--- src/etx_pkg.sv ---
package etx_pkg;

   localparam int PW = 104;            // Mesh packet width
   localparam int AW = 32;             // Address width
   localparam int DW = 32;             // Data word width

   typedef logic [PW-1:0] packet_t;    // Whole mesh packet
   typedef logic [AW-1:0] addr_t;
   typedef logic [DW-1:0] data_t;
   typedef logic [3:0]    ctrlmode_t;
   typedef logic [7:0]    frame_t;     // Frame lane code

   // Packet field positions
   localparam int WRITE_BIT = 1;
   localparam int DMODE_LSB = 2;
   localparam int DMODE_MSB = 3;
   localparam int CTRL_LSB  = 4;
   localparam int CTRL_MSB  = 7;
   localparam int DST_LSB   = 8;
   localparam int DST_MSB   = 39;
   localparam int DATA_LSB  = 40;
   localparam int DATA_MSB  = 71;
   localparam int SRC_LSB   = 72;
   localparam int SRC_MSB   = 103;

   localparam int ADDR_HI_LSB = 20;    // Lowest dstaddr bit touched by remap

   // Frame lane codes
   localparam frame_t FRAME_HEAD = 8'h3f;   // Beat 0
   localparam frame_t FRAME_BODY = 8'hff;   // Beat 1
   localparam frame_t FRAME_IDLE = 8'h00;   // No beat on the link

endpackage

--- src/etx_cfg_pkg.sv ---
package etx_cfg_pkg;

   localparam int REG_W   = 32;        // Register word width
   localparam int REMAP_W = 12;        // Remap mask and pattern width

   typedef logic [3:0]         cfg_addr_t;
   typedef logic [REG_W-1:0]   reg_t;
   typedef logic [REMAP_W-1:0] remap_t;

   // Register map
   localparam cfg_addr_t REG_TXCFG      = 4'd0;
   localparam cfg_addr_t REG_REMAP_MASK = 4'd1;
   localparam cfg_addr_t REG_REMAP_PAT  = 4'd2;

   // REG_TXCFG fields
   localparam int TXCFG_TX_EN    = 0;
   localparam int TXCFG_REMAP_EN = 1;
   localparam int TXCFG_BYPASS   = 2;
   localparam int TXCFG_CTRL_LSB = 4;
   localparam int TXCFG_CTRL_MSB = 7;

   // Reset values
   localparam reg_t   TXCFG_RESET = '0;   // Link disabled
   localparam remap_t REMAP_RESET = '0;

endpackage

--- src/etx_intf.sv ---
`timescale 1ns/10ps

interface emesh_if import etx_pkg::*; ();

   logic    access;      // Packet valid
   packet_t packet;
   logic    rd_wait;     // Stall for read packets (write bit clear)
   logic    wr_wait;     // Stall for write packets

   modport src (
      output access,
      output packet,
      input  rd_wait,
      input  wr_wait
   );

   modport dst (
      input  access,
      input  packet,
      output rd_wait,
      output wr_wait
   );

endinterface

interface cfg_if import etx_pkg::*, etx_cfg_pkg::*; ();

   logic      tx_enable;
   logic      remap_enable;
   logic      ctrlmode_bypass;     // Keep the channel's own ctrlmode
   ctrlmode_t ctrlmode;            // Override value
   remap_t    remap_mask;
   remap_t    remap_pattern;

   modport master (
      output tx_enable,
      output remap_enable,
      output ctrlmode_bypass,
      output ctrlmode,
      output remap_mask,
      output remap_pattern
   );

   modport slave (
      input  tx_enable,
      input  remap_enable,
      input  ctrlmode_bypass,
      input  ctrlmode,
      input  remap_mask,
      input  remap_pattern
   );

endinterface

--- src/etx_cfg.sv ---
`timescale 1ns/10ps

module etx_cfg import etx_cfg_pkg::*; (
   input  logic      clk,
   input  logic      rst_n,
   input  logic      cfg_write,
   input  cfg_addr_t cfg_addr,
   input  reg_t      cfg_wdata,
   output reg_t      cfg_rdata,
   cfg_if.master     cfg
);

   reg_t   txcfg_q;     // Whole word kept for read-back
   remap_t mask_q;
   remap_t pattern_q;

   always_ff @(posedge clk or negedge rst_n) begin
      if (!rst_n) begin
         txcfg_q   <= TXCFG_RESET;
         mask_q    <= REMAP_RESET;
         pattern_q <= REMAP_RESET;
      end else if (cfg_write) begin
         case (cfg_addr)
            REG_TXCFG:      txcfg_q   <= cfg_wdata;
            REG_REMAP_MASK: mask_q    <= cfg_wdata[REMAP_W-1:0];   // Upper bits dropped
            REG_REMAP_PAT:  pattern_q <= cfg_wdata[REMAP_W-1:0];
            default:        ;                                      // Unused address
         endcase
      end
   end

   // Combinational read-back
   always_comb begin
      case (cfg_addr)
         REG_TXCFG:      cfg_rdata = txcfg_q;
         REG_REMAP_MASK: cfg_rdata = {{(REG_W-REMAP_W){1'b0}}, mask_q};
         REG_REMAP_PAT:  cfg_rdata = {{(REG_W-REMAP_W){1'b0}}, pattern_q};
         default:        cfg_rdata = '0;
      endcase
   end

   // Fields out to the datapath
   assign cfg.tx_enable       = txcfg_q[TXCFG_TX_EN];
   assign cfg.remap_enable    = txcfg_q[TXCFG_REMAP_EN];
   assign cfg.ctrlmode_bypass = txcfg_q[TXCFG_BYPASS];
   assign cfg.ctrlmode        = txcfg_q[TXCFG_CTRL_MSB:TXCFG_CTRL_LSB];
   assign cfg.remap_mask      = mask_q;
   assign cfg.remap_pattern   = pattern_q;

endmodule

--- src/etx_arbiter.sv ---
`timescale 1ns/10ps

module etx_arbiter import etx_pkg::*; (
   input  logic    clk,
   input  logic    rst_n,
   input  logic    txwr_access,
   input  packet_t txwr_packet,
   output logic    txwr_wait,
   input  logic    txrd_access,
   input  packet_t txrd_packet,
   output logic    txrd_wait,
   input  logic    txrr_access,
   input  packet_t txrr_packet,
   output logic    txrr_wait,
   cfg_if.slave    cfg,
   emesh_if.src    out,
   output logic    is_response
);

   typedef enum logic {
      ARB_EMPTY,
      ARB_HOLD
   } arb_state_t;

   arb_state_t state;
   packet_t    pkt_q;       // Output register
   packet_t    pkt_sel;     // Granted packet after override
   logic       out_stall;
   logic       can_load;
   logic       gnt_rr;
   logic       gnt_rd;
   logic       gnt_wr;
   logic       gnt_any;

   // Held packet blocked by the wait of its own type
   assign out_stall = (state == ARB_HOLD) &&
                      (pkt_q[WRITE_BIT] ? out.wr_wait : out.rd_wait);
   assign can_load  = !out_stall;   // Empty or draining this cycle

   // Fixed priority: responses, then reads, then writes
   assign gnt_rr  = can_load & txrr_access;
   assign gnt_rd  = can_load & txrd_access & ~txrr_access;
   assign gnt_wr  = can_load & txwr_access & ~txrr_access & ~txrd_access;
   assign gnt_any = gnt_rr | gnt_rd | gnt_wr;

   // Requesters that lose see wait
   assign txrr_wait = txrr_access & ~gnt_rr;
   assign txrd_wait = txrd_access & ~gnt_rd;
   assign txwr_wait = txwr_access & ~gnt_wr;

   always_comb begin
      if (txrr_access) begin
         pkt_sel = txrr_packet;
      end else if (txrd_access) begin
         pkt_sel = txrd_packet;
      end else begin
         pkt_sel = txwr_packet;
      end
      if (!cfg.ctrlmode_bypass) begin
         pkt_sel[CTRL_MSB:CTRL_LSB] = cfg.ctrlmode;   // Configured ctrlmode wins
      end
   end

   always_ff @(posedge clk or negedge rst_n) begin
      if (!rst_n) begin
         state       <= ARB_EMPTY;
         is_response <= 1'b0;
      end else if (can_load) begin
         state       <= gnt_any ? ARB_HOLD : ARB_EMPTY;
         is_response <= gnt_rr;                       // Remap skips responses
      end
   end

   // Payload only moves on a grant
   always_ff @(posedge clk) begin
      if (gnt_any) begin
         pkt_q <= pkt_sel;
      end
   end

   assign out.access = (state == ARB_HOLD);
   assign out.packet = pkt_q;

endmodule

--- src/etx_remap.sv ---
`timescale 1ns/10ps

module etx_remap import etx_pkg::*, etx_cfg_pkg::*; (
   input  logic clk,
   input  logic rst_n,
   cfg_if.slave cfg,
   input  logic is_response,    // Qualifies in.packet
   emesh_if.dst in,
   emesh_if.src out
);

   logic    valid;
   logic    out_stall;
   logic    load;
   packet_t pkt_q;
   packet_t pkt_new;
   addr_t   dst_in;
   remap_t  hi_new;

   assign out_stall = valid && (pkt_q[WRITE_BIT] ? out.wr_wait : out.rd_wait);
   assign load      = in.access & ~out_stall;

   // Full and stalled blocks both types
   assign in.rd_wait = out_stall;
   assign in.wr_wait = out_stall;

   // Mask selects pattern bits over the original upper address
   assign dst_in = in.packet[DST_MSB:DST_LSB];
   assign hi_new = (cfg.remap_pattern & cfg.remap_mask) |
                   (dst_in[AW-1:ADDR_HI_LSB] & ~cfg.remap_mask);

   always_comb begin
      pkt_new = in.packet;
      if (cfg.remap_enable && !is_response) begin
         pkt_new[DST_MSB:DST_LSB+ADDR_HI_LSB] = hi_new;
      end
   end

   always_ff @(posedge clk or negedge rst_n) begin
      if (!rst_n) begin
         valid <= 1'b0;
      end else begin
         valid <= load | out_stall;   // Refill or keep holding
      end
   end

   always_ff @(posedge clk) begin
      if (load) begin
         pkt_q <= pkt_new;
      end
   end

   assign out.access = valid;
   assign out.packet = pkt_q;

endmodule

--- src/etx_protocol.sv ---
`timescale 1ns/10ps

module etx_protocol import etx_pkg::*; (
   input  logic        clk,
   input  logic        rst_n,
   cfg_if.slave        cfg,
   emesh_if.dst        in,
   input  logic        tx_rd_wait,
   input  logic        tx_wr_wait,
   output logic [63:0] tx_data_par,
   output frame_t      tx_frame_par
);

   typedef enum logic [1:0] {
      PRO_IDLE,
      PRO_HEAD,     // Beat 0 on the link
      PRO_BODY      // Beat 1 on the link
   } pro_state_t;

   pro_state_t  state;
   logic        busy;
   logic        take;
   logic [63:0] head_beat;
   logic [63:0] body_q;      // Beat 1 held for the next cycle
   addr_t       pkt_dst;
   addr_t       pkt_src;
   data_t       pkt_data;

   // Beat 1 slot is free for the next head
   assign busy = (state == PRO_HEAD);

   assign in.rd_wait = busy | ~cfg.tx_enable | tx_rd_wait;
   assign in.wr_wait = busy | ~cfg.tx_enable | tx_wr_wait;

   assign take = in.access & ~(in.packet[WRITE_BIT] ? in.wr_wait : in.rd_wait);

   assign pkt_dst  = in.packet[DST_MSB:DST_LSB];
   assign pkt_src  = in.packet[SRC_MSB:SRC_LSB];
   assign pkt_data = in.packet[DATA_MSB:DATA_LSB];

   // Header beat, unused bits zero
   assign head_beat = {pkt_dst,                           // 63..32
                       20'b0,
                       in.packet[CTRL_MSB:CTRL_LSB],      // 11..8
                       2'b0,
                       in.packet[DMODE_MSB:DMODE_LSB],    // 5..4
                       3'b0,
                       in.packet[WRITE_BIT]};             // 0

   always_ff @(posedge clk or negedge rst_n) begin
      if (!rst_n) begin
         state        <= PRO_IDLE;
         tx_frame_par <= FRAME_IDLE;
         tx_data_par  <= '0;
      end else if (take) begin
         state        <= PRO_HEAD;
         tx_frame_par <= FRAME_HEAD;
         tx_data_par  <= head_beat;
      end else if (state == PRO_HEAD) begin
         state        <= PRO_BODY;
         tx_frame_par <= FRAME_BODY;
         tx_data_par  <= body_q;
      end else begin
         state        <= PRO_IDLE;    // Data lane returns to zero
         tx_frame_par <= FRAME_IDLE;
         tx_data_par  <= '0;
      end
   end

   always_ff @(posedge clk) begin
      if (take) begin
         body_q <= {pkt_src, pkt_data};
      end
   end

endmodule

--- src/etx_core.sv ---
`timescale 1ns/10ps

module etx_core import etx_pkg::*, etx_cfg_pkg::*; (
   input  logic        clk,
   input  logic        rst_n,
   // Write requests
   input  logic        txwr_access,
   input  packet_t     txwr_packet,
   output logic        txwr_wait,
   // Read requests
   input  logic        txrd_access,
   input  packet_t     txrd_packet,
   output logic        txrd_wait,
   // Read responses
   input  logic        txrr_access,
   input  packet_t     txrr_packet,
   output logic        txrr_wait,
   // Link side
   output logic [63:0] tx_data_par,
   output frame_t      tx_frame_par,
   input  logic        tx_rd_wait,
   input  logic        tx_wr_wait,
   // Register access
   input  logic        cfg_write,
   input  cfg_addr_t   cfg_addr,
   input  reg_t        cfg_wdata,
   output reg_t        cfg_rdata
);

   cfg_if   cfg_bus ();
   emesh_if arb_bus ();     // Arbiter to remap
   emesh_if rmp_bus ();     // Remap to protocol
   logic    is_response;

   etx_cfg u_cfg (
      .clk       (clk),
      .rst_n     (rst_n),
      .cfg_write (cfg_write),
      .cfg_addr  (cfg_addr),
      .cfg_wdata (cfg_wdata),
      .cfg_rdata (cfg_rdata),
      .cfg       (cfg_bus)
   );

   etx_arbiter u_arbiter (
      .clk         (clk),
      .rst_n       (rst_n),
      .txwr_access (txwr_access),
      .txwr_packet (txwr_packet),
      .txwr_wait   (txwr_wait),
      .txrd_access (txrd_access),
      .txrd_packet (txrd_packet),
      .txrd_wait   (txrd_wait),
      .txrr_access (txrr_access),
      .txrr_packet (txrr_packet),
      .txrr_wait   (txrr_wait),
      .cfg         (cfg_bus),
      .out         (arb_bus),
      .is_response (is_response)
   );

   etx_remap u_remap (
      .clk         (clk),
      .rst_n       (rst_n),
      .cfg         (cfg_bus),
      .is_response (is_response),
      .in          (arb_bus),
      .out         (rmp_bus)
   );

   etx_protocol u_protocol (
      .clk          (clk),
      .rst_n        (rst_n),
      .cfg          (cfg_bus),
      .in           (rmp_bus),
      .tx_rd_wait   (tx_rd_wait),
      .tx_wr_wait   (tx_wr_wait),
      .tx_data_par  (tx_data_par),
      .tx_frame_par (tx_frame_par)
   );

endmodule

--- config.mk ---
export PLATFORM = sky130hd
export DESIGN_NAME = etx_core
export DESIGN_NICKNAME = d
export VERILOG_FILES = /design/src/etx_pkg.sv /design/src/etx_cfg_pkg.sv /design/src/etx_intf.sv /design/src/etx_cfg.sv /design/src/etx_arbiter.sv /design/src/etx_remap.sv /design/src/etx_protocol.sv /design/src/etx_core.sv
export SDC_FILE = /design/constraint.sdc
export NUM_CORES = 1
export LEC_CHECK = 0
export BUFFER_PORTS_ARGS = -buffer_cell sky130_fd_sc_hd__buf_2
export CORE_MARGIN = 2
export CORE_UTILIZATION = 50
export CTS_CLUSTER_SIZE = 24
export DETAILED_ROUTE_END_ITERATION = 7
export PLACE_DENSITY = 0.75
export REMOVE_ABC_BUFFERS = 1
export SLEW_MARGIN = 30
export SYNTH_ARGS = -nofsm -noshare
export SYNTH_HDL_FRONTEND = slang
export SYNTH_SLANG_ARGS = --single-unit
--- constraint.sdc ---
create_clock -name clk -period 12.5 [get_ports clk]
set_input_delay 0 -clock clk [delete_from_list [all_inputs] [get_ports clk]]
set_output_delay 0 -clock clk [all_outputs]
set_load 0.05 [all_outputs]
==> results of run 1 <==
-- final cells by class --
class	instances	area, sq um	share of cell area, %
Sequential cell	396	11260	51.95
Timing Repair Buffer	692	4629	21.36
Multi-Input combinational cell	539	3974	18.33
Clock buffer	57	1139	5.253
Tap cell	396	495.5	2.286
Clock inverter	19	170.2	0.7850
Antenna cell	2	5.005	0.02309
Inverter	1	3.754	0.01732
-- logic make-up (layout without fill, tap and decap cells) --
group | after synthesis | after routing | synth area share, %
mux | 190 | 190 | 13.06
other cells | 0 | 2 | 0
simple gates | 189 | 189 | 5.754
buf+inv | 68 | 769 | 2.456
compound gates | 160 | 160 | 6.501
flops | 396 | 396 | 72.23
-- sequential cells by signal (all words and copies together) (netlist names) --
signal,count
u_protocol.tx_data_par,64
u_arbiter.out.access,1
u_protocol.body_q,64
u_cfg.cfg.remap_pattern,12
u_protocol.state,1
u_arbiter.is_response,1
u_remap.out.packet,103
u_arbiter.out.packet,103
u_protocol.tx_frame_par,2
u_cfg.cfg.remap_mask,12
u_cfg.txcfg_q,32
u_remap.out.access,1
-- worst register-to-register path, cell delays in order, from the launching register on --
cell and delay, ns:
edfxtp_1 0.44, mux2i_1 0.24, nand3_1 0.21, a21boi_4 0.40
buf_4 0.64
-- layer usage --
layer	part of all wire (%)	up-vias
met5	0.032	-
met4	4.2	2
met3	6.0	99
met1	39	5207
met2	51	422
li1	-	5059
-- power breakdown --
group / internal, mW / switching, mW / total (mW) / leakage, nW
Clock: 0.700 / 0.474 / 1.17 / 0.643
Combinational: 0.244 / 0.388 / 0.632 / 4.81
Sequential: 1.63 / 0.0652 / 1.69 / 4.12
Total: 2.57 / 0.927 / 3.50 / 9.57
-- metrics by stage --
stage | setup WS [ns] | cells | utilization (%)
3_5_place_dp | 9.627 | 1802 | 59.12
2_1_floorplan | 3.042 | 936 | -
6_report | 10.16 | 2102 | 70.68
4_1_cts | 9.631 | 2097 | 70.54
5_1_grt | 9.951 | 2101 | 70.67
3_3_place_gp | 9.717 | 1802 | 59.11
-- what timing repair did --
item | in CTS | in global routing
endpoints found under the setup margin | 0 | 0
hold buffers | 219 | 2
hold endpoints to repair | 223 | 1
-- placed cells by master (no fill, tap or decap), types with 2 or more instances in the layout --
cell type | netlist | routed
dfrtp_1 | 126 | 126
nor3_1 | 13 | 13
mux2i_1 | 116 | 116
clkbuf_16 | 0 | 43
a22o_2 | 7 | 7
mux2_1 | 2 | 2
nand2b_1 | 2 | 2
clkinv_2 | 0 | 9
nand3_2 | 2 | 2
a2bb2oi_1 | 12 | 12
mux2_2 | 61 | 61
and2_1 | 45 | 45
diode_2 | 0 | 2
nand2_1 | 117 | 117
buf_4 | 18 | 10
mux2_4 | 11 | 11
edfxtp_1 | 270 | 270
bufinv_16 | 0 | 3
clkinv_1 | 0 | 5
a22o_1 | 32 | 32
buf_6 | 5 | 4
dlygate4sd3_1 | 0 | 221
clkbuf_1 | 25 | 13
buf_2 | 18 | 456
o21ai_0 | 104 | 104
-- path summary, 6_finish.rpt --
kind / start / endpoint / slack (ns) / depth (start not counted)
setup / recovery: u_remap.out.packet[1] / u_remap.out.packet[51] / 10.16 / 4
hold / removal: txwr_packet[25] / u_arbiter.out.packet[25] / 0.008 / 3
setup reg to reg: u_remap.out.packet[1] / u_remap.out.packet[51] / 10.16 / 4
hold reg to reg: u_arbiter.out.packet[4] / u_remap.out.packet[4] / 0.41 / 0
max in group asynchronous: rst_n / u_cfg.txcfg_q[20] / 11.32 / 3
min in group asynchronous: rst_n / u_cfg.txcfg_q[30] / 0.06 / 2
==> flow_summary.json, run 1 <==
{
  "async_flop_share_pct": 31.82,
  "outcome": "finished clean",
  "yosys_warnings": 0,
  "place_hpwl_mm": 23.24,
  "cp_num_buf_inv": 1,
  "finalHoldViolCount": 0,
  "hold_path.class": "in -> reg",
  "ioPinCount": 463,
  "dpl_cell_area_sq_mm": 0.01813,
  "crit_arrival_ns": 2.49,
  "drt-pass1-iter-count": 5,
  "wire_per_inst_um": 18.11,
  "crit_slowest_cell": "buf_4",
  "dr_total_vias": 10790,
  "num_rows": 64,
  "die_w_um": 180.6,
  "p_leak_nw": 9.573,
  "clk_path_buf_depth": 3,
  "drcViolationCount": 0,
  "fmax_mhz": 426.6,
  "synth_top_cell_by_area": "edfxtp_1",
  "netlist_instances": 1003,
  "synth_edf_count": 270,
  "drv_cap": 0,
  "fin_hold_ws_ns": 0.008273,
  "cp_slowest_stage_delay_ns": 0.63,
  "postRouteAntennaNets": 0,
  "crit_chain": "mux2i_1, nand3_1, a21boi_4, buf_4",
  "critPathTopFamily": "buffers and inverters",
  "core_region_area_sq_mm": 0.03067,
  "post_cts_buffers": 0,
  "path_class": "reg -> reg",
  "top_usage_layer": "met2",
  "drtIter0Drc": 551,
  "area_growth_pct": 39.04,
  "die_area_sq_mm": 0.03261,
  "cts_resized": 0,
  "fin_area_sq_mm": 0.02168,
  "use_met3_pct": 4.729,
  "tns_ns": 0,
  "netlist_area_sq_mm": 0.01559,
  "setup_viol": 0,
  "cts_tree": "built",
  "post-route-min-period_ns": 2.344,
  "worstMarginPinSlew_ns": 0.9172,
  "die_y_um": 180.6,
  "slew_viol_final": 0,
  "clock_skew_ns": 0.01647,
  "synth-main-ff-cell": "edfxtp_1",
  "cts_sinks": 396,
  "grtUsageMet2_pct": 40.38,
  "rsz0062_at_grt": "no",
  "slew_headroom_pct": 38.85,
  "critPathMaxFanout": 51,
  "power.total_mw": 3.499,
  "avgSynthCellArea_sq_um": 15.54,
  "grt-ovfl-total": 0,
  "drive_above_1_share_pct": 36.27,
  "grt_max_degree": 117,
  "grt_pass1_vias": 11390,
  "fillCellCount": 2033,
  "irDropWorstVdd_mv": 0.09559,
  "yosysMostFrequentCell": "edfxtp_1",
  "worstPathRequired_ns": 12.65,
  "power_density_mw_per_mm2": 161.4,
  "path_clk_slew_ns": 0.06,
  "port_buffers": 459,
  "cts-buffers-inserted": 41,
  "grt_pass1_wl_mm": 59.60,
  "clk_latency_ns": 0.52,
  "worstSetupEndpointType": "flip-flop",
  "start_util_pct": 50.83,
  "routed_wl_mm": 38.06,
  "final.period_utilization_pct": 18.75,
  "synth-seq-area-share_pct": 72.23,
  "gp_congestion": 0.8020,
  "clock-root-buffer": "clkbuf_16",
  "worstSetupStartpointType": "flip-flop",
  "ys_seq_elements": 396,
  "grt_usage_pct": 23.16,
  "fin_nets": 2027,
  "htreeDepth": 2,
  "synth.distinct_cells": 35,
  "antenna_found_initial": 2,
  "yosysTopAreaCellShare_pct": 52.01,
  "use_met1_pct": 27.96,
  "ys_top_cells_by_area": "edfxtp_1 52%, dfrtp_1 20%, mux2i_1 7.4%, mux2_2 4.4%, o21ai_0 3.3%",
  "synth_common_cells": "270 x edfxtp_1, 126 x dfrtp_1, 117 x nand2_1",
  "viasPerCell": 5.133
}
No activity file was read; power rests on OpenSTA's default activity.
==> inputs of run 2 (changes only) <==
--- a/config.mk
+++ b/config.mk
@@ -6,11 +6,12 @@
 export NUM_CORES = 1
 export LEC_CHECK = 0
 export BUFFER_PORTS_ARGS = -buffer_cell sky130_fd_sc_hd__buf_2
+export CORE_ASPECT_RATIO = 1.5
 export CORE_MARGIN = 2
-export CORE_UTILIZATION = 50
+export CORE_UTILIZATION = 47
 export CTS_CLUSTER_SIZE = 24
 export DETAILED_ROUTE_END_ITERATION = 7
-export PLACE_DENSITY = 0.75
+export PLACE_DENSITY = 0.74
 export REMOVE_ABC_BUFFERS = 1
 export SLEW_MARGIN = 30
 export SYNTH_ARGS = -nofsm -noshare
==> constraint.sdc (replaced) <==
create_clock -name clk -period 2 [get_ports clk]
set_input_delay 0 -clock clk [delete_from_list [all_inputs] [get_ports clk]]
set_output_delay 0 -clock clk [all_outputs]
set_load 0.05 [all_outputs]
==> run 2 against run 1 <==
Flip-flop and latch count stayed put. Critical path depth did not move. Utilization down 3.7 points. Power rose to 6.1 times the previous value. Final area up 0.84%. Wire length up 1.5%. Via count barely moved. Clock skew is 0.0078 ns higher. First-iteration DRC count decreased by 1.1%. Worst hold slack improved by 0.0086 ns. Critical endpoint is now u_protocol.body_q[3]. Highest routed layer unchanged.
==> flow_summary.json, run 2 (synthesized netlist as in run 1, its figures left out) <==
{
  "outcome": "finished clean",
  "ioPinCount": 463,
  "cts_tree": "built",
  "stdcell_count": 2131,
  "drv_cap": 0,
  "post-route-min-period_ns": 1.970,
  "core_region_area_sq_mm": 0.03263,
  "num_rows": 81,
  "cts-buffers-inserted": 36,
  "dr_total_vias": 10790,
  "drive_above_1_share_pct": 36.70,
  "gp_congestion": 0.7970,
  "clock_skew_ns": 0.02425,
  "setup_viol": 0,
  "viasPerCell": 5.065,
  "clk_path_buf_depth": 3,
  "irDropWorstVdd_mv": 0.6886,
  "clock-root-buffer": "clkbuf_16",
  "grt_pass1_wl_mm": 58.56,
  "worstSetupEndpointType": "flip-flop",
  "fin_nets": 2042,
  "grt-ovfl-total": 0,
  "antenna_found_initial": 3,
  "drt-pass1-iter-count": 4,
  "area_growth_pct": 40.21,
  "die_y_um": 227.1,
  "path_clk_slew_ns": 0.06,
  "layout_common_cells": "454 x buf_2, 270 x edfxtp_1, 227 x dlygate4sd3_1",
  "postRouteAntennaNets": 0,
  "drcViolationCount": 0,
  "hold_path.class": "in -> reg",
  "grt_usage_pct": 21.66,
  "grt_max_degree": 72,
  "power_density_mw_per_mm2": 973.1,
  "wire_per_inst_um": 18.12,
  "fmax_mhz": 507.6,
  "worstMarginPinSlew_ns": 0.7385,
  "routed_wl_mm": 38.62,
  "port_buffers": 459,
  "fin_hold_ws_ns": 0.01688,
  "finalWorstSetupSlack_ns": 0.02977,
  "placed_cells": 1835,
  "htreeDepth": 2,
  "die_w_um": 152.7,
  "drtIter0Drc": 545,
  "path_class": "reg -> reg",
  "die_area_sq_mm": 0.03467,
  "critPathMaxFanout": 66,
  "worstSetupStartpointType": "flip-flop",
  "final.period_utilization_pct": 98.51,
  "rsz0062_at_grt": "yes",
  "crit_arrival_ns": 2.15,
  "clk_latency_ns": 0.53,
  "start_util_pct": 47.77,
  "place_hpwl_mm": 24.25,
  "p_leak_nw": 9.623,
  "place_ws_ns": 0.1950,
  "final_common_cell": "buf_2",
  "worstPathRequired_ns": 2.18,
  "rr_worst_depth": 4,
  "grt_pass1_vias": 11270,
  "hold-path-cell-count": 3,
  "slew_headroom_pct": 50.76,
  "cts_sinks": 396,
  "finalHoldViolCount": 0,
  "slew_viol_final": 0
}
-- run 2: cell count changes in the layout (fill, tap and decap cells not counted), moves of 2 or more --
cell,previous run,this run
clkinvlp_4,1,3
clkbuf_1,13,8
clkinv_2,9,5
dlygate4sd3_1,221,227
buf_4,10,16
bufinv_16,3,1
clkbuf_16,43,37
buf_12,0,11
clkbuf_8,1,5
buf_2,456,454
-- run 2: cell type report --
type	count	area, sq um
Antenna cell	2	5.005
Clock buffer	50	1025
Clock inverter	16	113.9
Fill cell	2216	10780
Inverter	1	3.754
Multi-Input combinational cell	539	4001
Sequential cell	396	11260
Tap cell	415	519.2
Timing Repair Buffer	712	4930
-- run 2: power by group --
part / total [mW] / internal, mW / switching [mW]
sequential: 10.6 / 10.2 / 0.447
clock: 6.61 / 3.73 / 2.87
combinational: 4.05 / 1.62 / 2.43
-- run 2: metal layers --
| metal | vias up | share of wire, % | global-route usage, % |
|---|---|---|---|
| met4 | 2 | 3.7 | 8.871 |
| met2 | 384 | 54 | 40.91 |
| li1 | 5068 | - | - |
| met5 | - | 0.041 | 0 |
| met3 | 84 | 5.4 | 4.245 |
| met1 | 5256 | 37 | 23.83 |
-- run 2: worst max-delay path: stages, from the launching register on --
cell and delay (ns):
edfxtp_1 0.44, buf_4 0.18, mux2_4 0.31, nor3_4 0.30, buf_12 0.33
-- run 2: worst paths after layout --
| check | start | endpoint | slack, ns |
|---|---|---|---|
| max in group asynchronous | rst_n | u_protocol.tx_data_par[13] | 1.22 |
| max | u_remap.out.packet[1] | u_protocol.body_q[3] | 0.03 |
| min in group asynchronous | rst_n | u_protocol.tx_data_par[23] | 0.04 |
| max reg2reg | u_remap.out.packet[1] | u_protocol.body_q[3] | 0.03 |
| min reg2reg | u_remap.out.packet[96] | u_protocol.body_q[56] | 0.42 |
| min | txrd_packet[48] | u_arbiter.out.packet[48] | 0.02 |
-- run 2: what timing repair did --
action,in CTS,in global routing
resized for setup,4,3
endpoints found under the setup margin,2,2
pin swaps,0,1
buffers inserted,1,0
gates cloned,0,0
hold endpoints to repair,265,0
hold buffers,227,0
-- run 2: through the flow --
stage	cell area [sq um]	utilization [%]	TNS (ns)	total power [mW]
after global placement	18400	56.37	0	14.24
final	21860	66.98	0	21.27
after floorplan	15210	-	-1467.90	12.93
after detailed placement	18400	56.38	0	14.38
after global routing	21860	66.97	-0.4973	22.09
after CTS	21830	66.90	0	21.43
==> inputs of run 3 (changes only) <==
--- a/config.mk
+++ b/config.mk
@@ -12,7 +12,6 @@
 export CTS_CLUSTER_SIZE = 24
 export DETAILED_ROUTE_END_ITERATION = 7
 export PLACE_DENSITY = 0.74
-export REMOVE_ABC_BUFFERS = 1
 export SLEW_MARGIN = 30
 export SYNTH_ARGS = -nofsm -noshare
 export SYNTH_HDL_FRONTEND = slang
==> run 3 against run 2 <==
The run now ends with negative hold slack left. Final area grew 0.89%. Combinational power grew 2%. Cell count grew 0.42%. Largest power group unchanged.
==> flow_summary.json, run 3 (synthesized netlist as in run 1, its figures left out) <==
{
  "outcome": "finished, violations left",
  "violations": "negative hold slack",
  "fin_hold_ws_ns": -0.01173,
  "irDropWorstVdd_mv": 0.6725,
  "finalWorstSetupSlack_ns": 0.04126,
  "die_area_sq_mm": 0.03467,
  "place_ws_ns": 0.1717,
  "drv_cap": 0,
  "layout_common_cells": "454 x buf_2, 270 x edfxtp_1, 230 x dlygate4sd3_1",
  "cts_sinks": 396,
  "cp_slowest_stage_delay_ns": 0.42,
  "num_rows": 81,
  "worstSetupStartpointType": "flip-flop",
  "port_buffers": 459,
  "antenna_found_initial": 1,
  "dpl_cell_area_sq_mm": 0.01851,
  "fillCellCount": 2210,
  "setup_viol": 0,
  "slew_headroom_pct": 52.15,
  "clk_latency_ns": 0.52,
  "synth_nets": 1359,
  "final.period_utilization_pct": 97.94,
  "area_growth_pct": 41.46,
  "dr_total_vias": 10770,
  "clk_path_buf_depth": 3,
  "wire_per_inst_um": 18.41,
  "cts-buffers-inserted": 36,
  "routed_wl_mm": 39.39,
  "grt_max_degree": 108,
  "cts_tree": "built",
  "postRouteAntennaNets": 0,
  "drcViolationCount": 0,
  "worstSetupEndpointType": "output pin",
  "crit_chain": "mux2i_2, a31oi_4, buf_6, o31a_1, buf_6",
  "path_clk_slew_ns": 0.06,
  "grt-ovfl-total": 0,
  "grt_usage_pct": 21.94,
  "die_w_um": 152.7,
  "slew_viol_final": 0,
  "grt_pass1_wl_mm": 58.64,
  "viasPerCell": 5.035,
  "crit_slowest_cell": "edfxtp_1",
  "core_region_area_sq_mm": 0.03263,
  "clock_skew_ns": 0.01018,
  "hold_path.class": "in -> reg",
  "ioPinCount": 463,
  "fin_area_sq_mm": 0.02205,
  "clock-root-buffer": "clkbuf_16",
  "n_antenna_cell": 0,
  "drive_above_1_share_pct": 37.22,
  "fin_util_pct": 67.58,
  "path_class": "reg -> out",
  "cp_num_buf_inv": 2,
  "finalHoldViolCount": 1,
  "gp_congestion": 0.8536,
  "die_y_um": 227.1,
  "critPathMaxFanout": 4,
  "fmax_mhz": 510.5,
  "crit_top_cell": "buf_6",
  "worstMarginPinSlew_ns": 0.7178,
  "drtIter0Drc": 578,
  "fin_nets": 2053,
  "grt_pass1_vias": 11080,
  "htreeDepth": 2,
  "worstPathRequired_ns": 2.00,
  "final_common_cell": "buf_2",
  "drt-pass1-iter-count": 5,
  "rsz0062_at_grt": "yes",
  "place_hpwl_mm": 25.08,
  "start_util_pct": 47.77,
  "post-route-min-period_ns": 1.959,
  "power_density_mw_per_mm2": 978.3,
  "p_leak_nw": 9.730,
  "critPathTopFamily": "flip-flops",
  "crit_arrival_ns": 1.96
}
## run 3: power by group
group          total, mW  internal, mW  leakage [nW]  switching, mW
combinational       4.15          1.69          5.01           2.46
clock               6.81          4.01         0.600           2.81
sequential          10.6          10.2          4.12          0.449
total               21.6          15.9          9.73           5.71
## run 3: per-stage QoR
| stage | instances | power, mW | TNS [ns] |
|---|---|---|---|
| after floorplan | 1003 | 13.05 | -182.53 |
| after global placement | 1843 | 14.35 | 0 |
| after detailed placement | 1843 | 14.47 | 0 |
| after CTS | 2140 | 21.74 | 0 |
| after global routing | 2140 | 22.40 | -0.03827 |
| final | 2140 | 21.58 | 0 |
## run 3: worst reg2reg max path: cells and delay by family, from the launching register on
family	cells	cell delay [ns]
multiplexers	1	0.32
flip-flops	1	0.42
buffers and inverters	2	0.51
AND/OR/NAND/NOR	1	0.29
## run 3: layer usage
| metal | track usage (%) | vias up | part of all wire, % |
|---|---|---|---|
| li1 | - | 5090 | - |
| met1 | 24.71 | 5199 | 38 |
| met2 | 41.63 | 394 | 54 |
| met3 | 3.598 | 91 | 4.7 |
| met4 | 8.423 | 0 | 3.7 |
| met5 | 0 | - | 0 |
## run 3: repair_timing
action | in CTS | in global routing
setup endpoints to repair | 2 | 2
hold buffers | 230 | 0
buffers inserted | 1 | 0
resized for setup | 3 | 6
pin swaps | 0 | 1
hold endpoints to repair | 287 | 0
## run 3: final timing paths
| check | startpoint | endpoint | slack, ns | cells after the start |
|---|---|---|---|---|
| max | u_remap.out.packet[1] | txwr_wait | 0.04 | 5 |
| min | txwr_packet[8] | u_arbiter.out.packet[8] | -0.01 | 3 |
| max reg2reg | u_remap.out.packet[1] | u_protocol.body_q[12] | 0.09 | 4 |
| min reg2reg | u_remap.out.packet[97] | u_protocol.body_q[57] | 0.41 | 0 |
| max in group asynchronous | rst_n | u_cfg.txcfg_q[10] | 1.25 | 3 |
| min in group asynchronous | rst_n | u_protocol.tx_data_par[35] | 0.01 | 2 |
## run 3: area by class of cell
cell class | instances | area, sq um | area share, %
Inverter | 1 | 3.754 | 0.01702
Tap cell | 415 | 519.2 | 2.354
Sequential cell | 396 | 11260 | 51.06
Multi-Input combinational cell | 539 | 3995 | 18.12
Clock buffer | 52 | 1072 | 4.862
Clock inverter | 14 | 128.9 | 0.5844
Timing Repair Buffer | 723 | 5074 | 23.01
